`src/hdl/fetchPkg.sv`:
```
// fetch front end shared types, constants and trap codes.
`default_nettype none

package fetchPkg;

    // ~~~~~~~~~~~~~~~~~~~~~~~~~~~~~~
    // basic words
    // ~~~~~~~~~~~~~~~~~~~~~~~~~~~~~~

    // byte address, always a word here.
    typedef logic [31:0] addrT;
    // one rv32 instruction.
    typedef logic [31:0] insnT;

    // pc after reset.
    localparam addrT ResetPc = 32'h0000_0000;
    // mcause code for instruction access fault.
    localparam logic [3:0] InsnAccessFault = 4'd1;

    // trap record handed down the pipe.
    typedef struct packed {
        logic       valid;
        logic [3:0] cause;
        addrT       value;
    } trapInfoT;

    // ~~~~~~~~~~~~~~~~~~~~~~~~~~~~~~
    // wishbone classic, read only
    // ~~~~~~~~~~~~~~~~~~~~~~~~~~~~~~

    // master to slave.
    typedef struct packed {
        logic cyc;
        logic stb;
        addrT adr;
    } wbReqT;

    // slave to master.
    typedef struct packed {
        insnT dat;
        logic ack;
        logic err;
    } wbRspT;

    // ~~~~~~~~~~~~~~~~~~~~~~~~~~~~~~
    // stage boundaries
    // ~~~~~~~~~~~~~~~~~~~~~~~~~~~~~~

    // what the next stage sees.
    typedef struct packed {
        logic     valid;
        addrT     pc;
        insnT     insn;
        trapInfoT trapInfo;
    } fetchOutT;

    // new pc request, doubles as flush.
    typedef struct packed {
        logic valid;
        addrT target;
    } redirectT;

endpackage

`default_nettype wire

```
`src/hdl/pcSequencer.sv`:
```
// program counter sequencer: holds the fetch pc, takes redirects, steps on accept.
`timescale 1ns/1ps
`default_nettype none

module pcSequencer (
    input  logic               clk,
    input  logic               rstN,
    input  fetchPkg::redirectT redirect,
    input  logic               accept,
    output fetchPkg::addrT     pc
);

    // next pc candidate.
    fetchPkg::addrT pcNext;

    // ~~~~~~~~~~~~~~~~~~~~~~~~~~~~~~
    // next pc select
    // ~~~~~~~~~~~~~~~~~~~~~~~~~~~~~~

    // redirect wins over accept.
    // stall shows up here as accept low, so pc holds.
    always_comb begin
        pcNext = pc;
        if (redirect.valid) begin
            pcNext = redirect.target;
        end else if (accept) begin
            // one rv32 instruction, no compressed.
            pcNext = pc + 32'd4;
        end
    end

    // ~~~~~~~~~~~~~~~~~~~~~~~~~~~~~~
    // pc register
    // ~~~~~~~~~~~~~~~~~~~~~~~~~~~~~~

    always_ff @(posedge clk or negedge rstN) begin
        if (!rstN) begin
            pc <= fetchPkg::ResetPc;
        end else begin
            pc <= pcNext;
        end
    end

    // ~~~~~~~~~~~~~~~~~~~~~~~~~~~~~~
    // checks
    // ~~~~~~~~~~~~~~~~~~~~~~~~~~~~~~

    // redirect targets come from outside, so alignment is not a given.
    // the line fetcher and stage both assume the low bits are zero.
    pcAligned: assert property (
        @(posedge clk) disable iff (!rstN)
        pc[1:0] == 2'b00
    ) else $error("pcSequencer: pc %h not word aligned", pc);

endmodule

`default_nettype wire

```
`src/hdl/lineFetcher.sv`:
```
// one-line instruction buffer, filled over a Wishbone classic read master.
`timescale 1ns/1ps
`default_nettype none

module lineFetcher #(
    parameter int LineWords = 4
) (
    input  logic                           clk,
    input  logic                           rstN,
    input  fetchPkg::addrT                 pc,
    output fetchPkg::wbReqT                wbReq,
    input  fetchPkg::wbRspT                wbRsp,
    output fetchPkg::insnT [LineWords-1:0] line,
    output logic                           lineHit,
    output logic                           lineFault
);

    // word index, byte offset and tag widths.
    localparam int IdxW = $clog2(LineWords);
    localparam int OffW = IdxW + 2;
    localparam int TagW = 32 - OffW;

    typedef enum logic {
        Idle,
        Filling
    } stateT;

    stateT           state;
    logic [TagW-1:0] lineTag;
    logic [TagW-1:0] pcTag;
    logic            lineValid;
    // sticky err over the current fill.
    logic            faultAcc;
    logic [IdxW-1:0] wordCnt;
    logic            xferDone;
    logic            lastWord;
    logic            startFill;

    // ~~~~~~~~~~~~~~~~~~~~~~~~~~~~~~
    // hit and handshake decode
    // ~~~~~~~~~~~~~~~~~~~~~~~~~~~~~~

    assign pcTag     = pc[31:OffW];
    assign lineHit   = lineValid && (lineTag == pcTag);
    // err ends a transfer just like ack.
    assign xferDone  = (state == Filling) && (wbRsp.ack || wbRsp.err);
    assign lastWord  = (wordCnt == IdxW'(LineWords - 1));
    // mismatch seen while idle.
    assign startFill = (state == Idle) && !lineHit;

    // cyc and stb held for the whole fill.
    always_comb begin
        wbReq.cyc = (state == Filling);
        wbReq.stb = (state == Filling);
        wbReq.adr = {lineTag, wordCnt, 2'b00};
    end

    // ~~~~~~~~~~~~~~~~~~~~~~~~~~~~~~
    // fill state machine
    // ~~~~~~~~~~~~~~~~~~~~~~~~~~~~~~

    always_ff @(posedge clk or negedge rstN) begin
        if (!rstN) begin
            state     <= Idle;
            lineValid <= 1'b0;
            lineFault <= 1'b0;
            faultAcc  <= 1'b0;
            wordCnt   <= '0;
        end else begin
            case (state)
                Idle: begin
                    if (startFill) begin
                        // old contents get overwritten.
                        state     <= Filling;
                        lineValid <= 1'b0;
                        faultAcc  <= 1'b0;
                        wordCnt   <= '0;
                    end
                end
                Filling: begin
                    // runs to the end even if pc moved away.
                    if (xferDone) begin
                        faultAcc <= faultAcc | wbRsp.err;
                        if (lastWord) begin
                            state     <= Idle;
                            lineValid <= 1'b1;
                            lineFault <= faultAcc | wbRsp.err;
                        end else begin
                            wordCnt <= wordCnt + 1'b1;
                        end
                    end
                end
                default: state <= Idle;
            endcase
        end
    end

    // tag and words, gated by lineValid.
    always_ff @(posedge clk) begin
        if (startFill) begin
            lineTag <= pcTag;
        end
        if (xferDone) begin
            line[wordCnt] <= wbRsp.dat;
        end
    end

    // ~~~~~~~~~~~~~~~~~~~~~~~~~~~~~~
    // checks
    // ~~~~~~~~~~~~~~~~~~~~~~~~~~~~~~

    // classic rule: request frozen until the slave answers.
    wbHold: assert property (
        @(posedge clk) disable iff (!rstN)
        wbReq.stb && !(wbRsp.ack || wbRsp.err) |=> wbReq.stb && $stable(wbReq.adr)
    ) else $error("lineFetcher: request changed before ack or err");

    // slave must pick one answer.
    wbOneRsp: assert property (
        @(posedge clk) disable iff (!rstN)
        !(wbRsp.ack && wbRsp.err)
    ) else $error("lineFetcher: ack and err together");

endmodule

`default_nettype wire

```
`src/hdl/fetchStage.sv`:
```
// fetch stage: picks the pc's instruction from the line, registers it with trap info.
`timescale 1ns/1ps
`default_nettype none

module fetchStage #(
    parameter int LineWords = 4
) (
    input  logic                           clk,
    input  logic                           rstN,
    input  fetchPkg::addrT                 pc,
    input  fetchPkg::insnT [LineWords-1:0] line,
    input  logic                           lineHit,
    input  logic                           lineFault,
    input  logic                           stall,
    input  logic                           flush,
    output logic                           accept,
    output fetchPkg::fetchOutT             fetchOut
);

    localparam int IdxW = $clog2(LineWords);

    logic [IdxW-1:0]    index;
    fetchPkg::insnT     insn;
    fetchPkg::trapInfoT trapNext;

    // ~~~~~~~~~~~~~~~~~~~~~~~~~~~~~~
    // line select and trap
    // ~~~~~~~~~~~~~~~~~~~~~~~~~~~~~~

    // word offset bits of pc.
    assign index  = pc[IdxW+1:2];
    assign insn   = line[index];
    // an instruction leaves this cycle.
    assign accept = lineHit && !stall && !flush;

    // faulted line: access fault, tval is pc.
    always_comb begin
        trapNext = '0;
        if (lineFault) begin
            trapNext.valid = 1'b1;
            trapNext.cause = fetchPkg::InsnAccessFault;
            trapNext.value = pc;
        end
    end

    // ~~~~~~~~~~~~~~~~~~~~~~~~~~~~~~
    // stage register
    // ~~~~~~~~~~~~~~~~~~~~~~~~~~~~~~

    // flush beats stall; stall holds everything.
    always_ff @(posedge clk or negedge rstN) begin
        if (!rstN) begin
            fetchOut <= '0;
        end else if (flush) begin
            fetchOut <= '0;
        end else if (!stall) begin
            // no hit means a bubble.
            fetchOut.valid    <= accept;
            fetchOut.pc       <= pc;
            fetchOut.insn     <= lineFault ? '0 : insn;
            fetchOut.trapInfo <= trapNext;
        end
    end

    // ~~~~~~~~~~~~~~~~~~~~~~~~~~~~~~
    // checks
    // ~~~~~~~~~~~~~~~~~~~~~~~~~~~~~~

    // a faulted accept shows up next cycle as a trap with a zero word.
    faultOut: assert property (
        @(posedge clk) disable iff (!rstN)
        accept && lineFault |=>
            fetchOut.valid && fetchOut.trapInfo.valid && (fetchOut.insn == '0)
    ) else $error("fetchStage: faulted fetch without trap output");

endmodule

`default_nettype wire

```
`src/hdl/fetchTop.sv`:
```
// fetch front end top: pc sequencer, line fetcher and fetch stage.
`timescale 1ns/1ps
`default_nettype none

module fetchTop #(
    parameter int LineWords = 4
) (
    input  logic               clk,
    input  logic               rstN,
    input  fetchPkg::redirectT redirect,
    input  logic               stall,
    output fetchPkg::wbReqT    wbReq,
    input  fetchPkg::wbRspT    wbRsp,
    output fetchPkg::fetchOutT fetchOut
);

    // ~~~~~~~~~~~~~~~~~~~~~~~~~~~~~~
    // internal nets
    // ~~~~~~~~~~~~~~~~~~~~~~~~~~~~~~

    fetchPkg::addrT                 pc;
    fetchPkg::insnT [LineWords-1:0] line;
    logic                           lineHit;
    logic                           lineFault;
    logic                           accept;
    logic                           flush;

    // redirect kills the stage output.
    assign flush = redirect.valid;

    // ~~~~~~~~~~~~~~~~~~~~~~~~~~~~~~
    // blocks
    // ~~~~~~~~~~~~~~~~~~~~~~~~~~~~~~

    pcSequencer i_pcSequencer (
        .clk      (clk),
        .rstN     (rstN),
        .redirect (redirect),
        .accept   (accept),
        .pc       (pc)
    );

    lineFetcher #(
        .LineWords (LineWords)
    ) i_lineFetcher (
        .clk       (clk),
        .rstN      (rstN),
        .pc        (pc),
        .wbReq     (wbReq),
        .wbRsp     (wbRsp),
        .line      (line),
        .lineHit   (lineHit),
        .lineFault (lineFault)
    );

    fetchStage #(
        .LineWords (LineWords)
    ) i_fetchStage (
        .clk       (clk),
        .rstN      (rstN),
        .pc        (pc),
        .line      (line),
        .lineHit   (lineHit),
        .lineFault (lineFault),
        .stall     (stall),
        .flush     (flush),
        .accept    (accept),
        .fetchOut  (fetchOut)
    );

endmodule

`default_nettype wire

```
`config.mk`:
```
export PLATFORM = sky130hd
export DESIGN_NAME = fetchTop
export DESIGN_NICKNAME = d
export VERILOG_FILES = /design/src/hdl/fetchPkg.sv /design/src/hdl/pcSequencer.sv /design/src/hdl/lineFetcher.sv /design/src/hdl/fetchStage.sv /design/src/hdl/fetchTop.sv
export SDC_FILE = /design/constraint.sdc
export NUM_CORES = 1
export LEC_CHECK = 0
export BUFFER_PORTS_ARGS = -buffer_cell sky130_fd_sc_hd__buf_4
export CORE_MARGIN = 3
export CORE_UTILIZATION = 60
export CTS_CLUSTER_SIZE = 25
export DETAILED_ROUTE_END_ITERATION = 8
export HOLD_SLACK_MARGIN = 0.06
export PLACE_DENSITY_LB_ADDON = 0.1
export RECOVER_POWER = 50
export SYNTH_ARGS = -nofsm -noshare
export SYNTH_HDL_FRONTEND = slang
export SYNTH_HIERARCHICAL = 1
export SYNTH_SLANG_ARGS = --single-unit
```
`constraint.sdc`:
```
create_clock -name clk -period 7.6 [get_ports clk]
set_input_delay 1.14 -clock clk [delete_from_list [all_inputs] [get_ports clk]]
set_output_delay 1.14 -clock clk [all_outputs]
set_load 0.1 [all_outputs]
```
* Word level (Yosys, flattened, before mapping)
Index checks and enable logic that the tools add are counted.
Word-level totals: bits in registers 296, bits in read-only memories 0, bits in writable memories 0, memories 0, output and inout port bits 136, latch bits 0
Cells by class: reductions and logical operators 15, multiply operators 0, shift-type cells 0, div/mod/pow operators 0, magnitude comparators 3, add/subtract/negate cells 2, equality and inequality tests 7, bitwise gates (word level) 2, multiplexer cells 25
Operator list (count):
- 2-to-1 mux 102 bit | 2
- 2-to-1 mux 32 bit | 5
- bitwise mux 128 bit | 1
- binary-select mux 32 bit (select 2 bit) | 1
- demux 32 bit (select 2 bit) | 1
- 2-to-1 mux 37 bit | 1
- adder 32 x 3 -> 32 bit (second input constant) | 1
- == test 28 bit | 1
- AND reduction 3 bit | 3
- inequality test 2 bit (second input constant) | 4
- 2-to-1 mux 1 bit | 7
- logical AND 1 bit | 6
- < comparator 2 x 3 -> 1 bit (second input constant) | 2
- 2-to-1 mux 2 bit | 3
- one-hot mux 1 bit (2 select lines) | 3
- one-hot mux 2 bit (2 select lines) | 1
- logical NOT 1 bit | 3
- adder 2 x 1 -> 2 bit (second input constant) | 1
- == test 2 bit (second input constant) | 1
- greater-or-equal comparator 2 x 1 -> 1 bit (second input constant) | 1
- inequality test 2 x 1 -> 1 bit (second input constant) | 1
- AND reduction 2 bit | 1
- nonzero test 2 bit | 1
- logical OR 1 bit | 1
- 2 further kinds | 2

* Longest topological paths before layout
Gate-level depths: netlist (run 1).
word-level depth 6, depth in mapped cells 12, mapped depth without buffers 9

* By module
The synthesis (run 1) kept the hierarchy.
By module, submodules not included:
- lineFetcher | area each 5368.9 um^2, times used 1, seq. area each 4834.6 um^2, cells each 234
- fetchStage | area each 4615.7 um^2, times used 1, seq. area each 2452.4 um^2, cells each 390
- pcSequencer | area each 1820.5 um^2, times used 1, seq. area each 800.8 um^2, cells each 200

* Least setup slack after synthesis (run 1)
OpenSTA, ideal clock, no wires.
path kind register to register, start point register i_lineFetcher.lineTag[2], end point register i_pcSequencer.pc[27], path slack 3.979 ns, period minus slack after synthesis 3.621 ns, arrival 3.539 ns, required time 7.518 ns, cell stages (with the launch flop) 12, setup time 0.082 ns, cells stage by stage edfxtp_1 > xnor2_1 > nand4_1 > nor4_2 > and2_2 > and2_1 > buf_6 > nand4_2 > buf_6 > or4b_4 > or4_1 > a31oi_1
Between the ends: longest elaborated chain between the ends 5
RTL lines:
- start, declared | line lineFetcher.sv:29 | logic [TagW-1:0] lineTag;
- start signal, assigned | line lineFetcher.sv:101 | lineTag <= pcTag;
- == test 28 bit | line lineFetcher.sv:44 | assign lineHit = lineValid && (lineTag == pcTag);
- logical AND 1 bit | line lineFetcher.sv:44
- named net lineHit | line fetchTop.sv:23 | logic lineHit;
- logical AND 1 bit (2 in a row) | line fetchStage.sv:34 | assign accept = lineHit && !stall && !flush;
- named net accept | line fetchTop.sv:25 | logic accept;
- nonzero test 2 bit (no line)
- end signal, assigned | line pcSequencer.sv:38 | pc <= fetchPkg::ResetPc;
- end signal, assigned | line pcSequencer.sv:40 | pc <= pcNext;
- end, declared | line pcSequencer.sv:10 | output fetchPkg::addrT pc
The timed path passes the listed nets, and every way through them passes these cells. A chain may end at the register's enable or synchronous reset.

* Worst setup path in the final report (run 1)
start point input stall, end point register, netlist name i_fetchStage/fetchOut[19]
Between the ends: longest elaborated chain between the ends 1
RTL lines:
- start, declared | line fetchTop.sv:11 | input logic stall,
- inequality test 2 bit (no line)
No other way between the ends.

==> flow_metrics.tcl, run 1 <==
set metrics [dict create \
    synth-edff-count 156 \
    seqCellArea_mm2 0.008092 \
    htreeDepth 1 \
    cp-end-kind "flip-flop" \
    cts_root_buf "clkbuf_16" \
    first_pass_iters 5 \
    synth_seq_cells 292 \
    timing.hold.ws_ns 0.4792 \
    drc 0 \
    io_pins 206 \
    hold_viol 0 \
    finalPower_mw 5.008 \
    via_per_inst 5.834 \
    async_flop_share 0.4658 \
    multi_input_area_mm2 0.003385 \
    worstPathArrival_ns 5.05 \
    path_class "input port to flip-flop" \
    clock_latency_ns 0.54 \
    gr-usage-met1 0.3246 \
    cts_hold_buf 0 \
    syn_avg_cell_area_um2 14.33 \
    setup_viol 0 \
    via_count 7503 \
    drt_iter0_markers 521 \
    drive_above_1_share 0.2193 \
    startpoint_type "input port" \
    fin_cells 1286 \
    ir_drop_uv 404.3 \
    ys_types 46 \
    cts_tree "yes" \
    status "finished with violations" \
    violations "max-capacitance violations, max-slew violations" \
    die_h_um 146.3 \
    rsz0062_at_grt "false" \
    antenna_found_initial 0 \
    cp_max_fo 54 \
    met3_usage 0.04407 \
    min_path_type "flip-flop to flip-flop" \
    path_clk_slew_ns 0.06 \
    cts-resized-gates 0 \
    yosys_warnings 6 \
    start_util 0.6207 \
    area_growth_pct 20.33 \
    grt_usage 0.2407 \
    grt_pass1_vias 7580 \
    synthFlopType "edfxtp_1" \
    placed_area_mm2 0.01338 \
    slew_viol_final 257 \
    fin_area_mm2 0.01420 \
    grt.overflow.total 0 \
    fp.coreArea_mm2 0.01902 \
    synth_cells 824 \
    dieArea_mm2 0.02139 \
    most-common-layout-cells "buf_4, edfxtp_1, dfrtp_1" \
    synth_area_mm2 0.01181 \
    cts_setup_buffers 0 \
    pwr-share-comb 0.278 \
    fin_crit_ns 4.590 \
    layout_commonest_cell "buf_4" \
    ant_nets 0 \
    switchingPower_mw 1.819 \
    crit_required_ns 8.06 \
    cts.sinks 292 \
    worst_pin_slew_ns 3.699 \
    diodes 0 \
    avgRoutedWirePerCell_um 20.33 \
    nFillCells 1298 \
    grt_pass1_wl_um 41480 \
    skew_ns 0.01018 \
    numCtsBuffers 28 \
    switching_share 0.3632 \
    min_period_over_period 0.6039 \
    crit_chain "clkbuf_1 -> nor2b_4 -> buf_4 -> a22o_1" \
    preCtsSetupSlack_ns 3.790 \
    final_core_util 0.7469 \
    slowest_stage "clkbuf_1" \
    ys_seq_area_frac 0.6851 \
    grt_max_degree 83 \
    top_usage_layer "met2" \
    p_leak_nw 6.121 \
    wirelength_um 26140 \
    cap_violations 6 \
    sequentialPowerShare 0.439 \
    setup_tns_ns 0 \
    slowest_delay_ns 2.21 \
    rows 50 \
    grt_use_met2 0.4029 \
    p_int_mw 3.189 \
    post-dp-hpwl_um 16160 \
    nNetsFinal 1080 \
    pwr-share-clk 0.283 \
    slew_headroom -1.466 \
    place_inst 1235 \
    gp_congestion 0.8344 \
    fmax_ghz 0.2179 \
    dieWidth_um 146.3 \
    clock_path_buffers 3 \
    power.density_mw_per_mm2 352.6 \
    setup_ws_ns 3.010 \
    io_buffers 200 \
]
-- Yosys cell counts (2+ instances only) --
master	count	share of area
and2_1	6	0.0032
nand2b_1	2	0.0011
a21o_1	34	0.022
and4_1	6	0.0045
inv_1	7	0.0022
mux2i_1	97	0.082
edfxtp_1	156	0.40
nand4_1	13	0.0069
nor2b_1	2	0.0011
nor2_1	50	0.016
nand3b_1	9	0.0057
or4_1	12	0.0076
mux2_2	2	0.0019
buf_1	2	0.00064
buf_2	15	0.0064
nor3_1	4	0.0017
nor4_2	2	0.0021
buf_6	8	0.0076
nand2_1	39	0.012
clkbuf_1	24	0.0076
xnor2_1	37	0.027
o31ai_1	12	0.0076
a21oi_1	11	0.0047
a31oi_1	13	0.0069
nand3_1	11	0.0047
o21ai_0	19	0.0081
conb_1	2	0.00064
o22ai_1	32	0.017
ha_1	5	0.0053
buf_4	8	0.0051
nor4_1	4	0.0021
a22o_1	23	0.017
or3_1	2	0.0011
xor2_1	6	0.0045
o31a_1	2	0.0015
nand4_2	2	0.0021
dfrtp_1	136	0.29
-- cell type report --
class | instances | area share
clock buffer | 44 | 0.06139
clock inverter | 7 | 0.006870
inverter | 8 | 0.002114
multi-input combinational | 470 | 0.2383
sequential | 292 | 0.5696
tap | 260 | 0.02290
timing repair buffer | 205 | 0.09883
-- path summary, 6_finish.rpt --
path | start | end | slack, ns | depth (start not counted)
setup / recovery | stall | i_fetchStage/fetchOut[19] | 3.01 | 4
hold / removal | i_fetchStage/fetchOut[42] | i_fetchStage/fetchOut[42] | 0.48 | 1
hold reg to reg | i_fetchStage/fetchOut[42] | i_fetchStage/fetchOut[42] | 0.48 | 1
max in group asynchronous | rstN | i_pcSequencer/pc[2] | 3.19 | 2
setup reg to reg | i_pcSequencer/pc[24] | i_pcSequencer/pc[23] | 3.44 | 9
min in group asynchronous | rstN | i_fetchStage/fetchOut[95] | 1.87 | 1
-- registers in the layout, summed over array words and instances (netlist names) --
signal	count
i_lineFetcher/faultAcc	1
i_pcSequencer/pc	32
i_lineFetcher/line	128
i_lineFetcher/lineTag	28
i_lineFetcher/state	1
i_lineFetcher/lineValid	1
i_lineFetcher/wordCnt	2
i_fetchStage/fetchOut	98
i_lineFetcher/lineFault	1
-- power by group through the flow --
stage / Sequential [mW] / Combinational (mW) / Clock (mW)
final: 2.20 / 1.39 / 1.42
after CTS: 2.18 / 1.42 / 1.44
after detailed placement: 2.21 / 1.41 / 0
after global placement: 2.20 / 1.40 / 0
after floorplan: 2.82 / 0.430 / 0
after global routing: 2.23 / 1.46 / 1.50
-- worst max-delay path: cells and delay by family --
family	cells	cell delay, ns
buffers and inverters	2	2.72
AO/OA/AOI/OAI	1	0.23
AND/OR/NAND/NOR	1	0.91
-- kinds of logic after synthesis --
kind of cell,count (synthesis),synth area share
adder cells (fa/ha/maj),5,0.005299
XOR/XNOR,43,0.03190
multiplexers,99,0.08415
other,2,0.0006362
AND/OR/NAND/NOR,169,0.07620
AO/OA/AOI/OAI,149,0.08680
buffers and inverters,65,0.02989
flip-flops,292,0.6851
-- per-layer routing --
layer	vias up	part of all wire
li1	3422	-
met1	3759	0.41
met2	260	0.50
met3	62	0.064
met4	0	0.032
met5	-	0
No activity file was read; power rests on OpenSTA's default activity.
==> run 2: changes to the inputs <==
Settings changed: ABC_AREA from default to 1, CORE_UTILIZATION 60 to 51.
Clock period 7.6 ns to 3.9 ns, I/O delays scaled along.
==> run 2 against run 1 <==
Effect of this change:
- the run still ends with max-capacitance violations, max-slew violations left
- sequential power grew 94%
- total power grew 110%
- global-route usage grew 0.19 points
- non-clock buffer count grew 10
- utilization shrank 12 points
- final area grew 7.7%
- combinational power grew 120%
- first-iteration DRC count grew 70%
- synthesized area grew 7.5%
- die area grew 25%
- sequential share of layout area shrank 4.1 points
==> flow_metrics.tcl, run 2 <==
set metrics [dict create \
    path_clk_slew_ns 0.06 \
    drive_above_1_share 0.1669 \
    nNetsFinal 1584 \
    dieArea_mm2 0.02680 \
    io_buffers 200 \
    ir_drop_uv 483.0 \
    min_period_over_period 0.8469 \
    dieWidth_um 163.7 \
    status "finished with violations" \
    yosys_warnings 6 \
    avgRoutedWirePerCell_um 17.64 \
    fin_crit_ns 3.303 \
    slew_headroom -0.4463 \
    ys_seq_area_frac 0.6376 \
    most-common-layout-cells "nand2_1, buf_4, edfxtp_1" \
    largest_reg_flops 128 \
    grt.overflow.total 0 \
    yosysTopAreaCell "edfxtp_1" \
    area_growth_pct 20.59 \
    path_class "flip-flop to flip-flop" \
    fp.coreArea_mm2 0.02439 \
    synth_area_mm2 0.01268 \
    die_h_um 163.7 \
    cts-resized-gates 0 \
    synth_most_common_cell "nand2_1" \
    wirelength_um 32770 \
    worstPathArrival_ns 3.78 \
    cp_max_fo 22 \
    fmax_ghz 0.3028 \
    hold_viol 0 \
    crit_required_ns 4.38 \
    cts_root_buf "clkbuf_16" \
    worst_pin_slew_ns 2.169 \
    top_regs "i_lineFetcher/line (128), i_fetchStage/fetchOut (98), i_pcSequencer/pc (32)" \
    syn_avg_cell_area_um2 9.653 \
    gp_congestion 0.9277 \
    io_pins 206 \
    cts_hold_buf 0 \
    synthTopCellsByCount "nand2_1, edfxtp_1, nand3_1" \
    synthTopCellsByArea "edfxtp_1, dfrtp_1, nand2_1" \
    post-dp-hpwl_um 21880 \
    rows 57 \
    p_leak_nw 6.983 \
    via_per_inst 5.176 \
    drc 0 \
    violations "max-capacitance violations, max-slew violations" \
    grt_pass1_vias 9153 \
    first_pass_iters 5 \
    cap_violations 3 \
    synth_cells 1314 \
    synth_top_area_share 0.3693 \
    async_flop_share 0.4658 \
    setup_viol 0 \
    cts_setup_buffers 0 \
    setup_tns_ns 0 \
    synth_seq_cells 292 \
    slew_viol_final 134 \
    diodes 0 \
    cts.sinks 292 \
    ys_types 38 \
    clock_latency_ns 0.56 \
    setup_ws_ns 0.5972 \
    start_util 0.5201 \
    finalPower_mw 10.30 \
    via_count 9617 \
    power.density_mw_per_mm2 673.2 \
    skew_ns 0.007333 \
    clock_path_buffers 3 \
    grt_usage 0.2427 \
    nFillCells 2100 \
    ant_nets 0 \
    htreeDepth 1 \
    startpoint_type "flip-flop" \
    antenna_found_initial 0 \
    drt_iter0_markers 888 \
    preCtsSetupSlack_ns 0.8610 \
    grt_pass1_wl_um 50600 \
    numCtsBuffers 31 \
    synthFlopType "edfxtp_1" \
    min_path_type "input port to flip-flop" \
    synth-edff-count 156 \
    cts_tree "yes" \
    regMostFlops "i_lineFetcher/line" \
    layout_commonest_cell "nand2_1" \
    rsz0062_at_grt "false" \
    grt_max_degree 82 \
    cp-end-kind "flip-flop" \
]
-- run 2: stage by stage --
stage,instance area [um^2],cells,hold WS (ns),utilization
detailed placement,14440,1800,0.4644,0.5921
CTS,15470,1858,0.1085,0.6345
global route,15300,1858,0.2236,0.6271
global placement,14440,1800,0.4622,0.5921
finish,15300,1858,0.2241,0.6271
floorplan,12700,1317,0.2894,-
-- run 2: kinds of logic after synthesis --
logic type | synth area share
compound gates | 0.05248
buf+inv | 0.06283
simple gates | 0.2334
xor+xnor | 0.008188
other cells | 0.0005921
fa+ha+maj | 0.004932
flops | 0.6376
-- run 2: final cells by class --
cell class | instances | area [um^2] | area share
repair buffers | 215 | 1468 | 0.09595
clock buffers | 41 | 863.3 | 0.05644
clock inverters | 17 | 168.9 | 0.01104
well taps | 324 | 405.4 | 0.02650
inverters | 127 | 476.7 | 0.03117
flip-flops and latches | 292 | 8089 | 0.5288
multi-input cells | 842 | 3825 | 0.2501
-- run 2: worst paths after layout --
path / startpoint / to / slack, ns / cells past startpoint
hold reg to reg: i_fetchStage/fetchOut[63] / i_fetchStage/fetchOut[63] / 0.48 / 2
setup reg to reg: i_pcSequencer/pc[29] / i_pcSequencer/pc[16] / 0.60 / 14
hold / removal: redirect[0] / i_pcSequencer/pc[0] / 0.22 / 3
setup / recovery: i_pcSequencer/pc[29] / i_pcSequencer/pc[16] / 0.60 / 14
max in group asynchronous: rstN / i_lineFetcher/state / 0.83 / 2
min in group asynchronous: rstN / i_fetchStage/fetchOut[5] / 0.66 / 1
-- run 2: power by group --
group          internal [mW]  switching (mW)  leakage (nW)
logic                  0.594            2.51          3.24
clock network           1.75            1.18         0.515
registers               3.94           0.331          3.23
-- run 2: worst max-delay path, cell delays in order, from the launching register on --
cell and delay [ns]:
dfrtp_1 0.32, clkbuf_1 0.34, inv_1 0.09, nand2_1 0.10, nand2_1 0.06, nor4_1 0.30
and2_1 0.18, nand2_1 0.05, nor2_1 0.21, inv_1 0.08, nor2_1 0.26, nand2_1 0.23
inv_1 0.63, o21ai_0 0.20, o21ai_1 0.16
-- run 2: layer usage --
layer / GRT usage / up-vias / routed length (um)
li1: - / 4668 / -
met1: 0.3212 / 4578 / 13380
met2: 0.4130 / 319 / 16240
met3: 0.04515 / 52 / 2298
met4: 0.06844 / 0 / 861
met5: 0 / - / 0
